==> config.mk <==
export PLATFORM = sky130hd
export DESIGN_NAME = mcu_ao_top
export DESIGN_NICKNAME = d
export VERILOG_FILES = /design/src/logic/mcu_ao_pkg.sv /design/src/logic/ao_bus_ctrl.sv /design/src/logic/clint_lite.sv /design/src/logic/gpio_bank.sv /design/src/logic/irq_ctrl.sv /design/src/logic/mcu_ao_top.sv
export SDC_FILE = /design/constraint.sdc
export NUM_CORES = 1
export LEC_CHECK = 0
export BUFFER_PORTS_ARGS = -buffer_cell sky130_fd_sc_hd__buf_4
export CORE_UTILIZATION = 43
export DETAILED_ROUTE_END_ITERATION = 10
export PLACE_DENSITY_LB_ADDON = 0.05
export SLEW_MARGIN = 5
export SYNTH_ARGS = -nofsm -noshare
export SYNTH_HDL_FRONTEND = slang
export SYNTH_SLANG_ARGS = --single-unit
==> constraint.sdc <==
create_clock -name clk_i -period 3.2 [get_ports clk_i]
set_clock_uncertainty 0.2 [all_clocks]
set_input_delay 0.32 -clock clk_i [delete_from_list [all_inputs] [get_ports clk_i]]
set_output_delay 0.32 -clock clk_i [all_outputs]
set_load 0.03 [all_outputs]
==> src/logic/mcu_ao_pkg.sv <==
// ==============================
// Always-on package: widths, address map,
// bus structs and interrupt word union
// ==============================
`default_nettype none

package mcu_ao_pkg;

  localparam int unsigned NUM_GPIO    = 32;
  localparam int unsigned NUM_AO_GPIO = 8;
  localparam int unsigned ADDR_W      = 12;
  localparam int unsigned DATA_W      = 32;
  localparam int unsigned REG_OFF_W   = 8;
  localparam int unsigned REGION_W    = ADDR_W - REG_OFF_W;

  // Region codes on adr[11:8]
  localparam logic [REGION_W-1:0] REGION_SOC     = 4'd0;
  localparam logic [REGION_W-1:0] REGION_AO_GPIO = 4'd1;
  localparam logic [REGION_W-1:0] REGION_GPIO    = 4'd2;
  localparam logic [REGION_W-1:0] REGION_CLINT   = 4'd3;
  localparam logic [REGION_W-1:0] REGION_IRQ     = 4'd4;

  localparam logic [REG_OFF_W-1:0] GPIO_OUT     = 8'h00;
  localparam logic [REG_OFF_W-1:0] GPIO_OE      = 8'h04;
  localparam logic [REG_OFF_W-1:0] GPIO_IN      = 8'h08;
  localparam logic [REG_OFF_W-1:0] GPIO_RISE_EN = 8'h0C;

  localparam logic [REG_OFF_W-1:0] CLINT_MTIME    = 8'h00;
  localparam logic [REG_OFF_W-1:0] CLINT_MTIMECMP = 8'h04;
  localparam logic [REG_OFF_W-1:0] CLINT_MSIP     = 8'h08;

  localparam logic [REG_OFF_W-1:0] IRQ_WORD    = 8'h00;
  localparam logic [REG_OFF_W-1:0] IRQ_ENABLE  = 8'h04;
  localparam logic [REG_OFF_W-1:0] IRQ_PENDING = 8'h08;

  localparam logic [REG_OFF_W-1:0] SOC_EXIT = 8'h00;

  localparam int unsigned IRQ_ID_SOFTWARE  = 3;
  localparam int unsigned IRQ_ID_TIMER     = 7;
  localparam int unsigned IRQ_ID_EXTERNAL  = 11;
  localparam int unsigned IRQ_ID_FAST_BASE = 16;
  // AO pin n lands on id 22+n
  localparam int unsigned AO_GPIO_FAST_LSB = 6;

  typedef struct packed {
    logic [ADDR_W-1:0]   adr;
    logic [DATA_W-1:0]   dat;
    logic                we;
    logic [DATA_W/8-1:0] sel;
    logic                cyc;
    logic                stb;
  } wb_req_t;

  typedef struct packed {
    logic [DATA_W-1:0] dat;
    logic              ack;
  } wb_rsp_t;

  typedef struct packed {
    logic                 valid;
    logic                 we;
    logic [REG_OFF_W-1:0] offset;
    logic [DATA_W-1:0]    wdata;
  } reg_req_t;

  typedef struct packed {
    logic [NUM_GPIO-1:0] out;
    logic [NUM_GPIO-1:0] oe;
  } pad_out_t;

  typedef struct packed {
    logic        reserved;
    logic [14:0] fast;
    logic [3:0]  zero_15_12;
    logic        external;
    logic [2:0]  zero_10_8;
    logic        timer;
    logic [2:0]  zero_6_4;
    logic        software;
    logic [2:0]  zero_2_0;
  } irq_fields_t;

  typedef union packed {
    logic [31:0] raw;
    irq_fields_t f;
  } irq_word_u;

endpackage

`default_nettype wire

==> src/logic/ao_bus_ctrl.sv <==
// ==============================
// Wishbone classic slave with region
// decode, read mux and exit register
// ==============================
`timescale 1ns/100ps
`default_nettype none

module ao_bus_ctrl (
  input  logic                          clk_i,
  input  logic                          arst_n_i,
  input  mcu_ao_pkg::wb_req_t           wb_req_i,
  output mcu_ao_pkg::wb_rsp_t           wb_rsp_o,
  output mcu_ao_pkg::reg_req_t          ao_gpio_req_o,
  output mcu_ao_pkg::reg_req_t          gpio_req_o,
  output mcu_ao_pkg::reg_req_t          clint_req_o,
  output mcu_ao_pkg::reg_req_t          irq_req_o,
  input  logic [mcu_ao_pkg::DATA_W-1:0] ao_gpio_rdata_i,
  input  logic [mcu_ao_pkg::DATA_W-1:0] gpio_rdata_i,
  input  logic [mcu_ao_pkg::DATA_W-1:0] clint_rdata_i,
  input  logic [mcu_ao_pkg::DATA_W-1:0] irq_rdata_i,
  output logic                          exit_valid_o,
  output logic [mcu_ao_pkg::DATA_W-1:0] exit_value_o
);
  import mcu_ao_pkg::*;

  logic                 access;
  logic [REGION_W-1:0]  region;
  logic [REG_OFF_W-1:0] offset;
  logic [DATA_W-1:0]    wdata;
  logic [DATA_W-1:0]    rdata_mux;
  reg_req_t             base_req;
  logic                 exit_wr;
  logic                 ack_q;
  logic [DATA_W-1:0]    rdata_q;
  logic                 exit_arm_q;
  logic                 exit_valid_q;
  logic [DATA_W-1:0]    exit_value_q;

  // New access when strobed and no ack outstanding
  assign access = wb_req_i.cyc && wb_req_i.stb && !ack_q;
  assign region = wb_req_i.adr[ADDR_W-1:REG_OFF_W];
  assign offset = wb_req_i.adr[REG_OFF_W-1:0];

  // Bytes without sel are written as zero
  always_comb begin
    for (int b = 0; b < DATA_W / 8; b++) begin
      wdata[8*b +: 8] = wb_req_i.sel[b] ? wb_req_i.dat[8*b +: 8] : 8'h00;
    end
  end

  assign base_req = '{valid: 1'b0, we: wb_req_i.we, offset: offset, wdata: wdata};

  always_comb begin
    ao_gpio_req_o       = base_req;
    gpio_req_o          = base_req;
    clint_req_o         = base_req;
    irq_req_o           = base_req;
    ao_gpio_req_o.valid = access && (region == REGION_AO_GPIO);
    gpio_req_o.valid    = access && (region == REGION_GPIO);
    clint_req_o.valid   = access && (region == REGION_CLINT);
    irq_req_o.valid     = access && (region == REGION_IRQ);
  end

  assign exit_wr = access && wb_req_i.we && (region == REGION_SOC) && (offset == SOC_EXIT);

  always_comb begin
    case (region)
      REGION_SOC:     rdata_mux = (offset == SOC_EXIT) ? exit_value_q : '0;
      REGION_AO_GPIO: rdata_mux = ao_gpio_rdata_i;
      REGION_GPIO:    rdata_mux = gpio_rdata_i;
      REGION_CLINT:   rdata_mux = clint_rdata_i;
      REGION_IRQ:     rdata_mux = irq_rdata_i;
      default:        rdata_mux = '0;
    endcase
  end

  always_ff @(posedge clk_i or negedge arst_n_i) begin
    if (!arst_n_i) begin
      ack_q        <= 1'b0;
      exit_arm_q   <= 1'b0;
      exit_valid_q <= 1'b0;
      exit_value_q <= '0;
    end else begin
      ack_q      <= access;
      exit_arm_q <= exit_wr;
      if (exit_wr) begin
        exit_value_q <= wdata;
      end
      // Valid follows the ack cycle and then stays
      if (exit_arm_q) begin
        exit_valid_q <= 1'b1;
      end
    end
  end

  always_ff @(posedge clk_i) begin
    if (access) begin
      rdata_q <= wb_req_i.we ? '0 : rdata_mux;
    end
  end

  assign wb_rsp_o.dat  = rdata_q;
  assign wb_rsp_o.ack  = ack_q;
  assign exit_valid_o  = exit_valid_q;
  assign exit_value_o  = exit_value_q;

  // Exactly one wait cycle, then a single ack
  a_ack_single: assert property (@(posedge clk_i) disable iff (!arst_n_i)
    access |=> ack_q ##1 !ack_q);

endmodule

`default_nettype wire

==> src/logic/clint_lite.sv <==
// ==============================
// Timer and software interrupt:
// mtime, mtimecmp and msip
// ==============================
`timescale 1ns/100ps
`default_nettype none

module clint_lite (
  input  logic                          clk_i,
  input  logic                          arst_n_i,
  input  mcu_ao_pkg::reg_req_t          req_i,
  output logic [mcu_ao_pkg::DATA_W-1:0] rdata_o,
  output logic                          timer_irq_o,
  output logic                          sw_irq_o
);
  import mcu_ao_pkg::*;

  logic              wr;
  logic [DATA_W-1:0] mtime_q;
  logic [DATA_W-1:0] mtimecmp_q;
  logic              msip_q;

  assign wr = req_i.valid && req_i.we;

  // mtime is free running and not writable
  always_ff @(posedge clk_i or negedge arst_n_i) begin
    if (!arst_n_i) begin
      mtime_q    <= '0;
      mtimecmp_q <= '1;
      msip_q     <= 1'b0;
    end else begin
      mtime_q <= mtime_q + 1'b1;
      if (wr) begin
        case (req_i.offset)
          CLINT_MTIMECMP: mtimecmp_q <= req_i.wdata;
          CLINT_MSIP:     msip_q     <= req_i.wdata[0];
          default: ;
        endcase
      end
    end
  end

  always_comb begin
    case (req_i.offset)
      CLINT_MTIME:    rdata_o = mtime_q;
      CLINT_MTIMECMP: rdata_o = mtimecmp_q;
      CLINT_MSIP:     rdata_o = {{(DATA_W-1){1'b0}}, msip_q};
      default:        rdata_o = '0;
    endcase
  end

  // Level, cleared by moving mtimecmp up
  assign timer_irq_o = (mtime_q >= mtimecmp_q);
  assign sw_irq_o    = msip_q;

endmodule

`default_nettype wire

==> src/logic/gpio_bank.sv <==
// ==============================
// GPIO bank: out, oe, input sync
// and rising-edge events
// ==============================
`timescale 1ns/100ps
`default_nettype none

module gpio_bank #(
  parameter int unsigned NUM_PINS = mcu_ao_pkg::NUM_AO_GPIO
) (
  input  logic                          clk_i,
  input  logic                          arst_n_i,
  input  mcu_ao_pkg::reg_req_t          req_i,
  output logic [mcu_ao_pkg::DATA_W-1:0] rdata_o,
  input  logic [NUM_PINS-1:0]           pins_i,
  // Row 1 is out, row 0 is output enable
  output logic [1:0][NUM_PINS-1:0]      pads_o,
  output logic [NUM_PINS-1:0]           event_o
);
  import mcu_ao_pkg::*;

  logic                wr;
  logic [NUM_PINS-1:0] out_q;
  logic [NUM_PINS-1:0] oe_q;
  logic [NUM_PINS-1:0] rise_en_q;
  logic [NUM_PINS-1:0] sync_q;
  logic [NUM_PINS-1:0] in_q;
  logic [NUM_PINS-1:0] in_prev_q;
  logic [NUM_PINS-1:0] event_q;

  assign wr = req_i.valid && req_i.we;

  always_ff @(posedge clk_i or negedge arst_n_i) begin
    if (!arst_n_i) begin
      out_q     <= '0;
      oe_q      <= '0;
      rise_en_q <= '0;
    end else if (wr) begin
      case (req_i.offset)
        GPIO_OUT:     out_q     <= req_i.wdata[NUM_PINS-1:0];
        GPIO_OE:      oe_q      <= req_i.wdata[NUM_PINS-1:0];
        GPIO_RISE_EN: rise_en_q <= req_i.wdata[NUM_PINS-1:0];
        default: ;
      endcase
    end
  end

  // Two flop synchronizer, then edge detect
  always_ff @(posedge clk_i or negedge arst_n_i) begin
    if (!arst_n_i) begin
      sync_q    <= '0;
      in_q      <= '0;
      in_prev_q <= '0;
      event_q   <= '0;
    end else begin
      sync_q    <= pins_i;
      in_q      <= sync_q;
      in_prev_q <= in_q;
      event_q   <= in_q & ~in_prev_q & rise_en_q;
    end
  end

  always_comb begin
    case (req_i.offset)
      GPIO_OUT:     rdata_o = DATA_W'(out_q);
      GPIO_OE:      rdata_o = DATA_W'(oe_q);
      GPIO_IN:      rdata_o = DATA_W'(in_q);
      GPIO_RISE_EN: rdata_o = DATA_W'(rise_en_q);
      default:      rdata_o = '0;
    endcase
  end

  assign pads_o[1] = out_q;
  assign pads_o[0] = oe_q;
  assign event_o   = event_q;

  // An event needs its enable in the cycle it was detected
  a_event_enabled: assert property (@(posedge clk_i) disable iff (!arst_n_i)
    (event_o & ~$past(rise_en_q)) == '0);

endmodule

`default_nettype wire

==> src/logic/irq_ctrl.sv <==
// ==============================
// Interrupt word, pending latch,
// enable mask and priority id
// ==============================
`timescale 1ns/100ps
`default_nettype none

module irq_ctrl (
  input  logic                               clk_i,
  input  logic                               arst_n_i,
  input  mcu_ao_pkg::reg_req_t               req_i,
  output logic [mcu_ao_pkg::DATA_W-1:0]      rdata_o,
  input  logic [mcu_ao_pkg::NUM_AO_GPIO-1:0] ao_event_i,
  input  logic                               ext_event_i,
  input  logic                               timer_irq_i,
  input  logic                               sw_irq_i,
  output logic                               irq_o,
  output logic [4:0]                         irq_id_o,
  input  logic                               irq_ack_i
);
  import mcu_ao_pkg::*;

  localparam int unsigned AO_ID_LSB = IRQ_ID_FAST_BASE + AO_GPIO_FAST_LSB;

  logic [DATA_W-1:0]      enable_q;
  logic [NUM_AO_GPIO-1:0] ao_pend_q;
  logic                   ext_pend_q;
  irq_word_u              pend_word;
  irq_word_u              irq_word;
  logic [DATA_W-1:0]      masked;
  logic                   ack_ok;
  logic [DATA_W-1:0]      clr_word;

  // Latched sources first, level sources on top
  always_comb begin
    pend_word.raw = '0;
    pend_word.f.fast[AO_GPIO_FAST_LSB +: NUM_AO_GPIO] = ao_pend_q;
    pend_word.f.external = ext_pend_q;
    irq_word            = pend_word;
    irq_word.f.timer    = timer_irq_i;
    irq_word.f.software = sw_irq_i;
  end

  assign masked = irq_word.raw & enable_q;
  assign irq_o  = |masked;

  // Highest set bit wins
  always_comb begin
    irq_id_o = '0;
    for (int i = 0; i < DATA_W; i++) begin
      if (masked[i]) begin
        irq_id_o = 5'(i);
      end
    end
  end

  assign ack_ok   = irq_ack_i && irq_o;
  assign clr_word = ack_ok ? (DATA_W'(1) << irq_id_o) : '0;

  always_ff @(posedge clk_i or negedge arst_n_i) begin
    if (!arst_n_i) begin
      enable_q   <= '0;
      ao_pend_q  <= '0;
      ext_pend_q <= 1'b0;
    end else begin
      if (req_i.valid && req_i.we && (req_i.offset == IRQ_ENABLE)) begin
        enable_q <= req_i.wdata;
      end
      // Set wins over clear
      ao_pend_q  <= (ao_pend_q & ~clr_word[AO_ID_LSB +: NUM_AO_GPIO]) | ao_event_i;
      ext_pend_q <= (ext_pend_q & ~clr_word[IRQ_ID_EXTERNAL]) | ext_event_i;
    end
  end

  always_comb begin
    case (req_i.offset)
      IRQ_WORD:    rdata_o = irq_word.raw;
      IRQ_ENABLE:  rdata_o = enable_q;
      IRQ_PENDING: rdata_o = pend_word.raw;
      default:     rdata_o = '0;
    endcase
  end

  // A stray ack with nothing enabled leaves pending untouched
  a_ack_ignored: assert property (@(posedge clk_i) disable iff (!arst_n_i)
    (irq_ack_i && !irq_o) |=>
      (ao_pend_q == $past(ao_pend_q | ao_event_i)) &&
      (ext_pend_q == $past(ext_pend_q | ext_event_i)));

endmodule

`default_nettype wire

==> src/logic/mcu_ao_top.sv <==
// ==============================
// Always-on top: bus slave, two GPIO
// banks, timer and interrupt control
// ==============================
`timescale 1ns/100ps
`default_nettype none

module mcu_ao_top (
  input  logic                            clk_i,
  input  logic                            arst_n_i,
  input  mcu_ao_pkg::wb_req_t             wb_req_i,
  output mcu_ao_pkg::wb_rsp_t             wb_rsp_o,
  input  logic [mcu_ao_pkg::NUM_GPIO-1:0] gpio_i,
  output mcu_ao_pkg::pad_out_t            gpio_o,
  output logic                            irq_o,
  output logic [4:0]                      irq_id_o,
  input  logic                            irq_ack_i,
  output logic                            exit_valid_o,
  output logic [mcu_ao_pkg::DATA_W-1:0]   exit_value_o
);
  import mcu_ao_pkg::*;

  localparam int unsigned NUM_MAIN_GPIO = NUM_GPIO - NUM_AO_GPIO;

  reg_req_t                      ao_gpio_req;
  reg_req_t                      gpio_req;
  reg_req_t                      clint_req;
  reg_req_t                      irq_req;
  logic [DATA_W-1:0]             ao_gpio_rdata;
  logic [DATA_W-1:0]             gpio_rdata;
  logic [DATA_W-1:0]             clint_rdata;
  logic [DATA_W-1:0]             irq_rdata;
  logic [1:0][NUM_AO_GPIO-1:0]   ao_pads;
  logic [1:0][NUM_MAIN_GPIO-1:0] main_pads;
  logic [NUM_AO_GPIO-1:0]        ao_event;
  logic [NUM_MAIN_GPIO-1:0]      main_event;
  logic                          ext_event;
  logic                          timer_irq;
  logic                          sw_irq;

  ao_bus_ctrl ao_bus_ctrl0 (
    .clk_i,
    .arst_n_i,
    .wb_req_i,
    .wb_rsp_o,
    .ao_gpio_req_o  (ao_gpio_req),
    .gpio_req_o     (gpio_req),
    .clint_req_o    (clint_req),
    .irq_req_o      (irq_req),
    .ao_gpio_rdata_i(ao_gpio_rdata),
    .gpio_rdata_i   (gpio_rdata),
    .clint_rdata_i  (clint_rdata),
    .irq_rdata_i    (irq_rdata),
    .exit_valid_o,
    .exit_value_o
  );

  // Pins 0 to 7
  gpio_bank #(
    .NUM_PINS(NUM_AO_GPIO)
  ) ao_gpio_bank0 (
    .clk_i,
    .arst_n_i,
    .req_i  (ao_gpio_req),
    .rdata_o(ao_gpio_rdata),
    .pins_i (gpio_i[NUM_AO_GPIO-1:0]),
    .pads_o (ao_pads),
    .event_o(ao_event)
  );

  // Pins 8 to 31
  gpio_bank #(
    .NUM_PINS(NUM_MAIN_GPIO)
  ) gpio_bank0 (
    .clk_i,
    .arst_n_i,
    .req_i  (gpio_req),
    .rdata_o(gpio_rdata),
    .pins_i (gpio_i[NUM_GPIO-1:NUM_AO_GPIO]),
    .pads_o (main_pads),
    .event_o(main_event)
  );

  clint_lite clint_lite0 (
    .clk_i,
    .arst_n_i,
    .req_i      (clint_req),
    .rdata_o    (clint_rdata),
    .timer_irq_o(timer_irq),
    .sw_irq_o   (sw_irq)
  );

  irq_ctrl irq_ctrl0 (
    .clk_i,
    .arst_n_i,
    .req_i      (irq_req),
    .rdata_o    (irq_rdata),
    .ao_event_i (ao_event),
    .ext_event_i(ext_event),
    .timer_irq_i(timer_irq),
    .sw_irq_i   (sw_irq),
    .irq_o,
    .irq_id_o,
    .irq_ack_i
  );

  // Main bank events share the external line
  assign ext_event  = |main_event;
  assign gpio_o.out = {main_pads[1], ao_pads[1]};
  assign gpio_o.oe  = {main_pads[0], ao_pads[0]};

endmodule

`default_nettype wire

Word-level counts from Yosys, hierarchy flattened:

Cells that the tools add are included.

* logic and storage cells: 118
* input port bits: 86
* register bits after elaboration: 397
* output and inout bits: 136

* reductions and logical operators: 28
* bitwise logic cells: 13
* shift-type cells: 1
* order comparisons: 1
* eq/ne operators: 7
* multiplexer cells: 42
* $add $sub $neg: 1

Operators with widths (number)
* case mux 32 bit (3 select lines): 2
* case mux 32 bit (5 select lines): 1
* case mux 24 bit (4 select lines): 1
* two-way mux 5 bit: 16
* bitwise AND 24 bit: 2
* adder 32 x 1 -> 32 bit (second input constant): 1
* bitwise AND 30 x 32 -> 32 bit: 1
* greater-or-equal comparator 32 bit: 1
* two-way mux 32 bit: 1
* two-way mux 4 bit: 8
* two-way mux 8 bit: 4
* case mux 8 bit (4 select lines): 1
* OR reduction 32 bit: 1
* two-way mux 30 bit: 1
* << shifter 1 x 5 -> 30 bit (first input constant): 1
* bitwise AND 8 bit: 3
* NOT 24 bit: 1
* OR reduction 24 bit: 1
* equality test 8 x 4 -> 1 bit (second input constant): 2
* NOT 8 bit: 2
* AND reduction 2 bit: 8
* logical AND 1 bit: 15
* two-way mux 3 bit: 4
* equality test 4 x 2 -> 1 bit (second input constant): 2
* 12 further kinds: 13

Longest topological paths before layout:

Gate-level depths: netlist of the first run.

* word-level depth: 38
* mapped depth: 10
* gate-level depth less buffers: 10

By module:

From an unflattened synthesis of the first run, not the netlist that was laid out.

* cells, all modules: 1504
* area, all modules: 18963.2 um2

By module, submodules not included
* gpio_bank at gpio_bank0: area an instance 6150.9 um2, seq. area each 4204.0 um2, times used 1, cells an instance 370
* ao_bus_ctrl: area an instance 4533.1 um2, seq. area each 1836.8 um2, times used 1, cells an instance 441
* clint_lite: area an instance 3876.2 um2, seq. area each 1666.6 um2, times used 1, cells an instance 353
* gpio_bank at ao_gpio_bank0: area an instance 2304.7 um2, seq. area each 1401.3 um2, times used 1, cells an instance 151
* irq_ctrl: area an instance 2047.0 um2, seq. area each 1026.0 um2, times used 1, cells an instance 181
* mcu_ao_top: area an instance 51.3 um2, seq. area each 0.0 um2, times used 1, cells an instance 8

Least setup slack after synthesis of the first run:

No wires, ideal clock.

* path type: flip-flop to output port
* from: register clint_lite0.mtimecmp_q[14]
* to: output port irq_id_o[2]
* path buffers: 0
* cell stages (with the launch flop): 11
* path slack: -0.188 ns
* required time: 2.680 ns
* arrival: 2.868 ns
* cell sequence: dfstp_2 > inv_1 > ha_1 > nand4_2 > or4_1 > o32a_1 > a21oi_2 > o21ai_2 > a21oi_1 > nor2_1 > o21ai_0

* cells in the longest elaborated chain, start to end: 27

RTL lines
* from (decl): line clint_lite.sv:20 `logic [DATA_W-1:0] mtimecmp_q;`
* from (signal assigned): line clint_lite.sv:35 `CLINT_MTIMECMP: mtimecmp_q <= req_i.wdata;`
* greater-or-equal comparator 32 bit: line clint_lite.sv:53 `assign timer_irq_o = (mtime_q >= mtimecmp_q);`
* bitwise AND 30 x 32 -> 32 bit: line irq_ctrl.sv:44 `assign masked = irq_word.raw & enable_q;`
* two-way mux 3 bit: line irq_ctrl.sv:51 `if (masked[i]) begin`
* two-way mux 4 bit (8 in a row): line irq_ctrl.sv:51
* two-way mux 5 bit (16 in a row): line irq_ctrl.sv:51
* to (decl): line mcu_ao_top.sv:16 `output logic [4:0] irq_id_o,`

Every way passes these cells.

Worst setup path after layout of the first run:

* from: register clint_lite0.mtimecmp_q[14]
* to: output port irq_id_o[0]

The elaborated chain is that of the path after synthesis.

==> metrics.md, run 1 <==
| Metric | Value |
|---|---|
| Post-route minimum period | 3740 ps |
| P&R area growth vs syn | 29.4% |
| Pleak | 9.32 nW |
| Post-route ant nets | 0 |
| Post-Syn Instances | between 1,000 and 1,500 |
| Final setup vio count | 4 |
| Skew-Pair Late Insertion Delay | 570 ps |
| IO Count | around 220 |
| CTS tree | done |
| Flops & latches, synth | about 400 |
| First-pass GRT wire length | 74,000 um |
| Async SR Flop Fraction | between 90 and 100% |
| CP required | around 2700 ps |
| Initial antenna violation count | 0 |
| Hold Fails Final Rpt | 0 |
| Number of diodes | 0 |
| Crit path depth | 11 |
| Slew at the pin closest to its max-slew limit | 620 ps |
| Clk buf depth | 3 |
| Fmax | 0.267 GHz |
| Chip Height | 195 um |
| Reg power frac | 49.0% |
| Syn Std Cell Area | between 15,000 and 20,000 um^2 |
| Final Util | 56.6% |
| Net Sw Power | 2.33 mW |
| Comb power frac | 4.1% |
| Mapped Nets | 1,586 |
| Routed vias/inst | 5.42 |
| Vias in the first global route | 12,300 |
| CTS buffer count | 44 |
| Hold crit path type | input port to flop |
| Die span in x | 195 um |
| Clock power frac | a little under half |
| Max-cap viol count | 0 |
| Routability Congestion | 0.844 |
| Die area | approximately 38,000 um^2 |
| Final Slew Violations | 0 |
| DRT Wirelength | approximately 48,000 um |
| Pin count of the biggest net entering global routing | between 70 and 80 |
| Crit end category | primary output |
| Routed length per instance | 21.1 um |
| Detail Placement HPWL | ~33,000 um |
| Cell variety after synth | between 50 and 60 |
| Critical path's slowest cell | dfstp_2 |
| Syn. warnings | 0 |
| Power Density | between 500 and 600 nW/um^2 |
| Filler Cell Count | 3,177 |
| Fin crit share | 117% |
| Register area share after synthesis | a little over three fifths |
| Number of cells on the worst reg-to-reg path | 12 |
| Data arrival, critical path | 3220 ps |
| Failing checks | setup timing |
| Unrepaired setup endpoints after global routing | yes |
| Initial DRC count | 897 |
| Tot GR Track Use | 25.8% |
| Row count | 70 |
| Worst-path clk slew | around 60 ps |
| Average size of a mapped cell | around 11 um^2 |
| CP Launch Type | flop |
| Total grt overflow | 0 |
| Worst rel slew slack | roughly 58% |
| Initial Util | 43.8% |
| Hold Path Cell Cnt | 3 |
| EDFF count, synth | 32 |
| CP Cell Sequence | inv_2, ha_4, nand4_4, or4_1, o32a_1, a21oi_4, o21ai_4, a21boi_2, nor2_2, o21ai_2, buf_6 |
| Final #Nets | 1,895 |
| Share of cells above drive strength 1 | 24.2% |
| Delay-heaviest family, CP | compound AO/OA/AOI/OAI gates |
| Status | complete, but fails checks |
| # clock sinks | 397 |
| Final Power | 10.6 mW |
| Port bufs | ~220 |
| Vias | 12,400 |
| Peak VDD IR | between 0.3 and 0.4 mV |
| CTS root buffer | clkbuf_16 |
| H-tree Lvls | 2 |
| CP bufs+invs | 2 |
| Int Power | 8.28 mW |
| Most used DFF post-synth | dfrtp_1 |
| Worst path max stage delay | ~540 ps |
| CP max FO | 4 |
| Drt drc | 0 |
| DR pass1 iterations | 6 |
| Core ar. | 36,700 um^2 |
| Final setup margin | -539 ps |
| Sw Share | 22.0% |
| WS Path Type | flop to primary output |
-- flip-flops by register name (all words and copies together), names as in the netlist, 8 cells and up --
| signal | count |
|---|---|
| gpio_bank0.rise_en_q | 24 |
| irq_ctrl0.ao_pend_q | 8 |
| ao_gpio_bank0.oe_q | 8 |
| ao_bus_ctrl0.rdata_q | 32 |
| ao_gpio_bank0.in_q | 8 |
| gpio_bank0.oe_q | 24 |
| ao_gpio_bank0.in_prev_q | 8 |
| irq_ctrl0.enable_q | 32 |
| gpio_bank0.event_o | 24 |
| gpio_bank0.in_q | 24 |
| ao_gpio_bank0.out_q | 8 |
| gpio_bank0.sync_q | 24 |
| gpio_bank0.in_prev_q | 24 |
| ao_gpio_bank0.rise_en_q | 8 |
| ao_bus_ctrl0.exit_value_o | 32 |
| ao_gpio_bank0.sync_q | 8 |
| clint_lite0.mtimecmp_q | 32 |
| ao_gpio_bank0.event_o | 8 |
| clint_lite0.mtime_q | 32 |
| gpio_bank0.out_q | 24 |
-- tightest hold or removal path: cells and delay by family --
family,cells,cell delay [ps]
and+or+nand+nor,1,210
AOI/OAI and AO/OA,1,130
buffers and inverters,1,110
-- layout by cell type (no fill, tap or decap), types with 19 or more instances in the layout --
cell / count
dfrtp_1: 333
nand2_1: 323
buf_4: 276
o21ai_0: 215
nor2_1: 64
dlygate4sd3_1: 53
a22o_1: 46
clkbuf_16: 45
a21oi_1: 40
a22oi_1: 39
edfxtp_1: 32
dfstp_2: 32
inv_1: 27
xnor2_1: 25
nand3_1: 23
ha_1: 22
a222oi_1: 19
-- power by group through the flow --
stage          Clock [mW]  Sequential [mW]  Combinational [mW]
3_5_place_dp            0             5.28               0.388
2_1_floorplan           0             5.29              0.0806
5_1_grt              5.29             5.20               0.472
6_report             4.98             5.19               0.433
3_3_place_gp            0             5.28               0.386
4_1_cts              5.09             5.19               0.441
-- final cells by class --
cell class	count	area, um^2	share of cell area [%]
clock buffers	73	1350	6.50
clock inverters	8	82.6	0.397
inverters	35	131	0.632
multi-input cells	957	5680	27.4
flip-flops and latches	397	10100	48.8
well taps	468	586	2.82
repair buffers	341	2810	13.5
-- synth_stat cells, types with 7 or more instances --
cell type,n,area (um^2)
a21oi_1,40,200
a222oi_1,19,190
a22o_1,46,403
a22oi_1,39,293
and3_1,15,93.8
buf_2,22,110
clkbuf_1,51,191
dfrtp_1,333,8330
dfstp_2,32,841
edfxtp_1,32,961
ha_1,33,413
inv_1,35,131
mux4_2,12,270
nand2_1,324,1220
nand3_1,25,125
nand4_1,14,87.6
nor2_1,66,248
nor4_1,7,43.8
o21ai_0,217,1090
o22ai_1,9,56.3
xnor2_1,25,219
-- worst paths after layout --
path                            slack [ps]                                     end                                    from
worst max register to register         160        irq_ctrl0.ao_pend_q[4]$_DFF_PN0_  clint_lite0.mtimecmp_q[14]$_DFFE_PN1P_
min in group asynchronous              140        irq_ctrl0.ao_pend_q[7]$_DFF_PN0_                                arst_n_i
worst min register to register         150            gpio_bank0.in_q[8]$_DFF_PN0_          gpio_bank0.sync_q[8]$_DFF_PN0_
max in group asynchronous             1810  clint_lite0.mtimecmp_q[14]$_DFFE_PN1P_                                arst_n_i
worst max-delay path                  -540                             irq_id_o[0]  clint_lite0.mtimecmp_q[14]$_DFFE_PN1P_
worst min-delay path                    20  clint_lite0.mtimecmp_q[13]$_DFFE_PN1P_                            wb_req_i[20]
-- per-layer routing --
metal | vias up | global-route usage [%] | wire length (um)
met4 | 0 | 8.63 | 1250
met2 | 372 | 41.2 | 22900
met1 | 6124 | 36.5 | 21500
met3 | 71 | 3.40 | 2540
met5 | - | 0 | 0
li1 | 5785 | - | -
-- repair_timing --
item | 4_1_cts | 5_1_grt
endpoints found under the hold margin | 131 | 0
resized for setup | 16 | 13
setup endpoints to repair | 4 | 8
pin swaps | 13 | 16
setup buffers | 1 | 2
hold buffers | 53 | 0
-- kinds of logic (layout without fill, tap and decap cells) --
group | after synthesis | count (layout) | share of synthesized area (%)
buffers and inverters | 113 | 457 | 2.84
AO/OA/AOI/OAI | 402 | 402 | 15.5
XOR/XNOR | 30 | 30 | 1.64
multiplexers | 13 | 13 | 1.75
AND/OR/NAND/NOR | 479 | 479 | 12.6
adder cells (fa/ha/maj) | 33 | 33 | 2.57
flip-flops | 397 | 397 | 63.1
-- per-stage QoR --
step / std cells / hold WS, ps / instance area [um^2] / TNS (ps) / setup slack, ps
after detailed placement: 2142 / 133 / 18600 / -124 / -88.6
after floorplan: 1467 / -176 / 16100 / 0 / 38.6
final: 2279 / 21.1 / 20800 / -1940 / -539
after global routing: 2279 / 29.6 / 20800 / -2400 / -640
after global placement: 2142 / 133 / 18600 / -61.2 / -61.2
after CTS: 2277 / 2.37 / 20700 / -2240 / -642
(Power assumes the default switching activity.)
==> run 2, diff against run 1 <==
--- a/config.mk
+++ b/config.mk
@@ -8,3 +8,3 @@
 export BUFFER_PORTS_ARGS = -buffer_cell sky130_fd_sc_hd__buf_4
-export CORE_UTILIZATION = 43
+export CORE_UTILIZATION = 25
 export DETAILED_ROUTE_END_ITERATION = 10
--- a/constraint.sdc
+++ b/constraint.sdc
@@ -4,2 +4,2 @@
 set_output_delay 0.32 -clock clk_i [all_outputs]
-set_load 0.03 [all_outputs]
+set_load 0.005 [all_outputs]
==> run 2 against run 1 <==
The flow still finishes with violations (setup timing). Critical endpoint unchanged. First-iteration DRC count fell by 22%. Largest power group is now the clock network. Critical path depth is the same. Wire length up 20%. Power is 6.3% higher. Utilization fell by 22 points. Largest cell class unchanged. Sequential share of layout area shrank 1.9 points. Cell count up 18%. Clock power up 13%. Via count decreased by 1.7%. Sequential power is essentially flat. Worst hold slack worse by 4.9 ps.
==> metrics.md, run 2 (synthesized netlist as in run 1, its figures left out) <==
| Metric | Value |
|---|---|
| Initial antenna violation count | 0 (unchanged) |
| Worst-path clk slew | 60 ps (about the same) |
| Share of cells above drive strength 1 | 25.0% (+0.79 points) |
| DRT Wirelength | 57,700 um (+20%) |
| Post-route ant nets | 0 (unchanged) |
| Status | complete, but fails checks |
| Row count | 92 (+31%) |
| Drt drc | 0 (unchanged) |
| Initial Util | 25.4% (-18 points) |
| Routed vias/inst | 4.52 (-17%) |
| Final #Nets | 1,920 (+1.3%) |
| Failing checks | setup timing |
| CP required | 2680 ps (about the same) |
| Fin crit share | 118% (+1.3 points) |
| CTS root buffer | clkbuf_16 |
| Met3 usage | 3.55% (+0.15 points) |
| Final Slew Violations | 0 (unchanged) |
| GR Util met1 | 24.7% (-12 points) |
| Peak VDD IR | 0.355 mV (-7.0%) |
| Vias in the first global route | 12,700 (+3.3%) |
| Chip Height | 255 um (+31%) |
| Routed length per instance | 21.5 um (+1.5%) |
| Unrepaired setup endpoints after global routing | yes |
| Number of diodes | 0 (unchanged) |
| Max-cap viol count | 0 (unchanged) |
| CTS tree | done |
| Final Util | 34.2% (-22 points) |
| WS Path Type | flop to primary output |
| Routing usage on met2 | 28.7% (-13 points) |
| Most common cell after layout, fill and taps aside | dfrtp_1 |
| Die area | 65,200 um^2 (+71%) |
| Total grt overflow | 0 (unchanged) |
| Vias | 12,100 (-1.7%) |
| Post-route minimum period | 3780 ps (+40.6 ps) |
| Initial DRC count | 698 (-22%) |
| Crit end category | primary output |
| Worst rel slew slack | 52.6% (-5.7 points) |
| Final Power | 11.3 mW (+6.3%) |
| Hold Fails Final Rpt | 0 (unchanged) |
| DR pass1 iterations | 5 (-1) |
| Pin count of the biggest net entering global routing | 76 (-3.8%) |
| Die span in x | 255 um (+31%) |
| Commonest cells after routing, fill and taps aside | dfrtp_1 (333), nand2_1 (324), buf_4 (293) |
| Power Density | 521 nW/um^2 (+2.1%) |
| Core ar. | 63,300 um^2 (+73%) |
| Tot GR Track Use | 17.8% (-8.0 points) |
| Slew at the pin closest to its max-slew limit | 712 ps (+91.8 ps) |
| Busiest grt layer | met2 |
| Clk buf depth | 3 (unchanged) |
| Skew-Pair Late Insertion Delay | 590 ps (+20 ps) |
| # clock sinks | 397 (unchanged) |
| Final setup vio count | 4 (unchanged) |
| Final setup margin | -580 ps (-40.6 ps) |
| First-pass GRT wire length | 86,500 um (+17%) |
| Routability Congestion | 0.761 (-9.8%) |
| Data arrival, critical path | 3260 ps (+40 ps) |
| P&R area growth vs syn | 34.7% |
| Detail Placement HPWL | 40,700 um (+23%) |
| CP Launch Type | flop |
| H-tree Lvls | 2 (unchanged) |
| Fmax | 0.265 GHz (-1.1%) |
| Hold crit path type | input port to flop |
| IO Count | 222 (unchanged) |
| Filler Cell Count | 6,415 (+100%) |
| CP max FO | 4 (unchanged) |
| Pleak | 9.54 nW (+2.4%) |
| Setup slack, reg-to-reg | 150 ps (about the same) |
| CTS buffer count | 49 (+11%) |
| Port bufs | 221 (unchanged) |
[run 2: per-stage QoR]
step	area, um^2	setup TNS [ps]	hold slack (ps)	setup slack [ps]	cells
2_1_floorplan	16100	0	-176	296	1467
3_3_place_gp	19300	-350	134	-218	2538
3_5_place_dp	19300	-316	135	-210	2538
4_1_cts	21600	-2660	1.40	-736	2686
5_1_grt	21600	-2740	16.5	-723	2688
6_report	21600	-2140	16.2	-580	2688
[run 2: layout make-up]
class	instances	area (um^2)	area share, %
Timing Repair Buffer	361	3020	13.9
Clock buffer	70	1410	6.50
Inverter	35	131	0.608
Clock inverter	22	230	1.06
Multi-Input combinational cell	957	5650	26.1
Tap cell	846	1060	4.90
Sequential cell	397	10100	46.9
[run 2: repair_timing]
item	CTS	global route
pin swaps	12	13
gates resized for setup	12	9
hold endpoints to repair	146	0
setup endpoints to repair	5	7
setup buffers	2	2
hold buffers	54	0
[run 2: metal layers]
layer | part of all wire (%) | wire, um
met2 | 47 | 27100
met1 | 47 | 27000
met4 | 1.6 | 944
met5 | 0 | 0
met3 | 4.5 | 2610
[run 2: path summary, 6_finish.rpt]
kind                                                             start                                    end  cells past startpoint
worst max-delay path            clint_lite0.mtimecmp_q[10]$_DFFE_PN1P_                            irq_id_o[0]                     11
worst min-delay path                                       wb_req_i[3]  clint_lite0.mtimecmp_q[8]$_DFFE_PN1P_                      3
worst max register to register  clint_lite0.mtimecmp_q[10]$_DFFE_PN1P_       irq_ctrl0.ao_pend_q[1]$_DFF_PN0_                     11
worst min register to register          gpio_bank0.sync_q[3]$_DFF_PN0_           gpio_bank0.in_q[3]$_DFF_PN0_                      0
max in group asynchronous                                     arst_n_i        gpio_bank0.sync_q[23]$_DFF_PN0_                      3
min in group asynchronous                                     arst_n_i        ao_gpio_bank0.in_q[7]$_DFF_PN0_                      2
[run 2: critical path: stages (launching register included)]
cell	delay (ps)
dfstp_2	540
inv_2	50
ha_4	250
nand4_1	110
or4_1	490
o32a_1	360
a21oi_4	220
o21ai_4	120
a21boi_2	180
nor2_2	70
o21ai_2	150
buf_4	130
[run 2: power by group]
| part | internal, mW | switching, mW |
|---|---|---|
| registers | 5.16 | 0.0419 |
| logic | 0.171 | 0.266 |
| clock network | 3.38 | 2.26 |
| total | 8.71 | 2.57 |
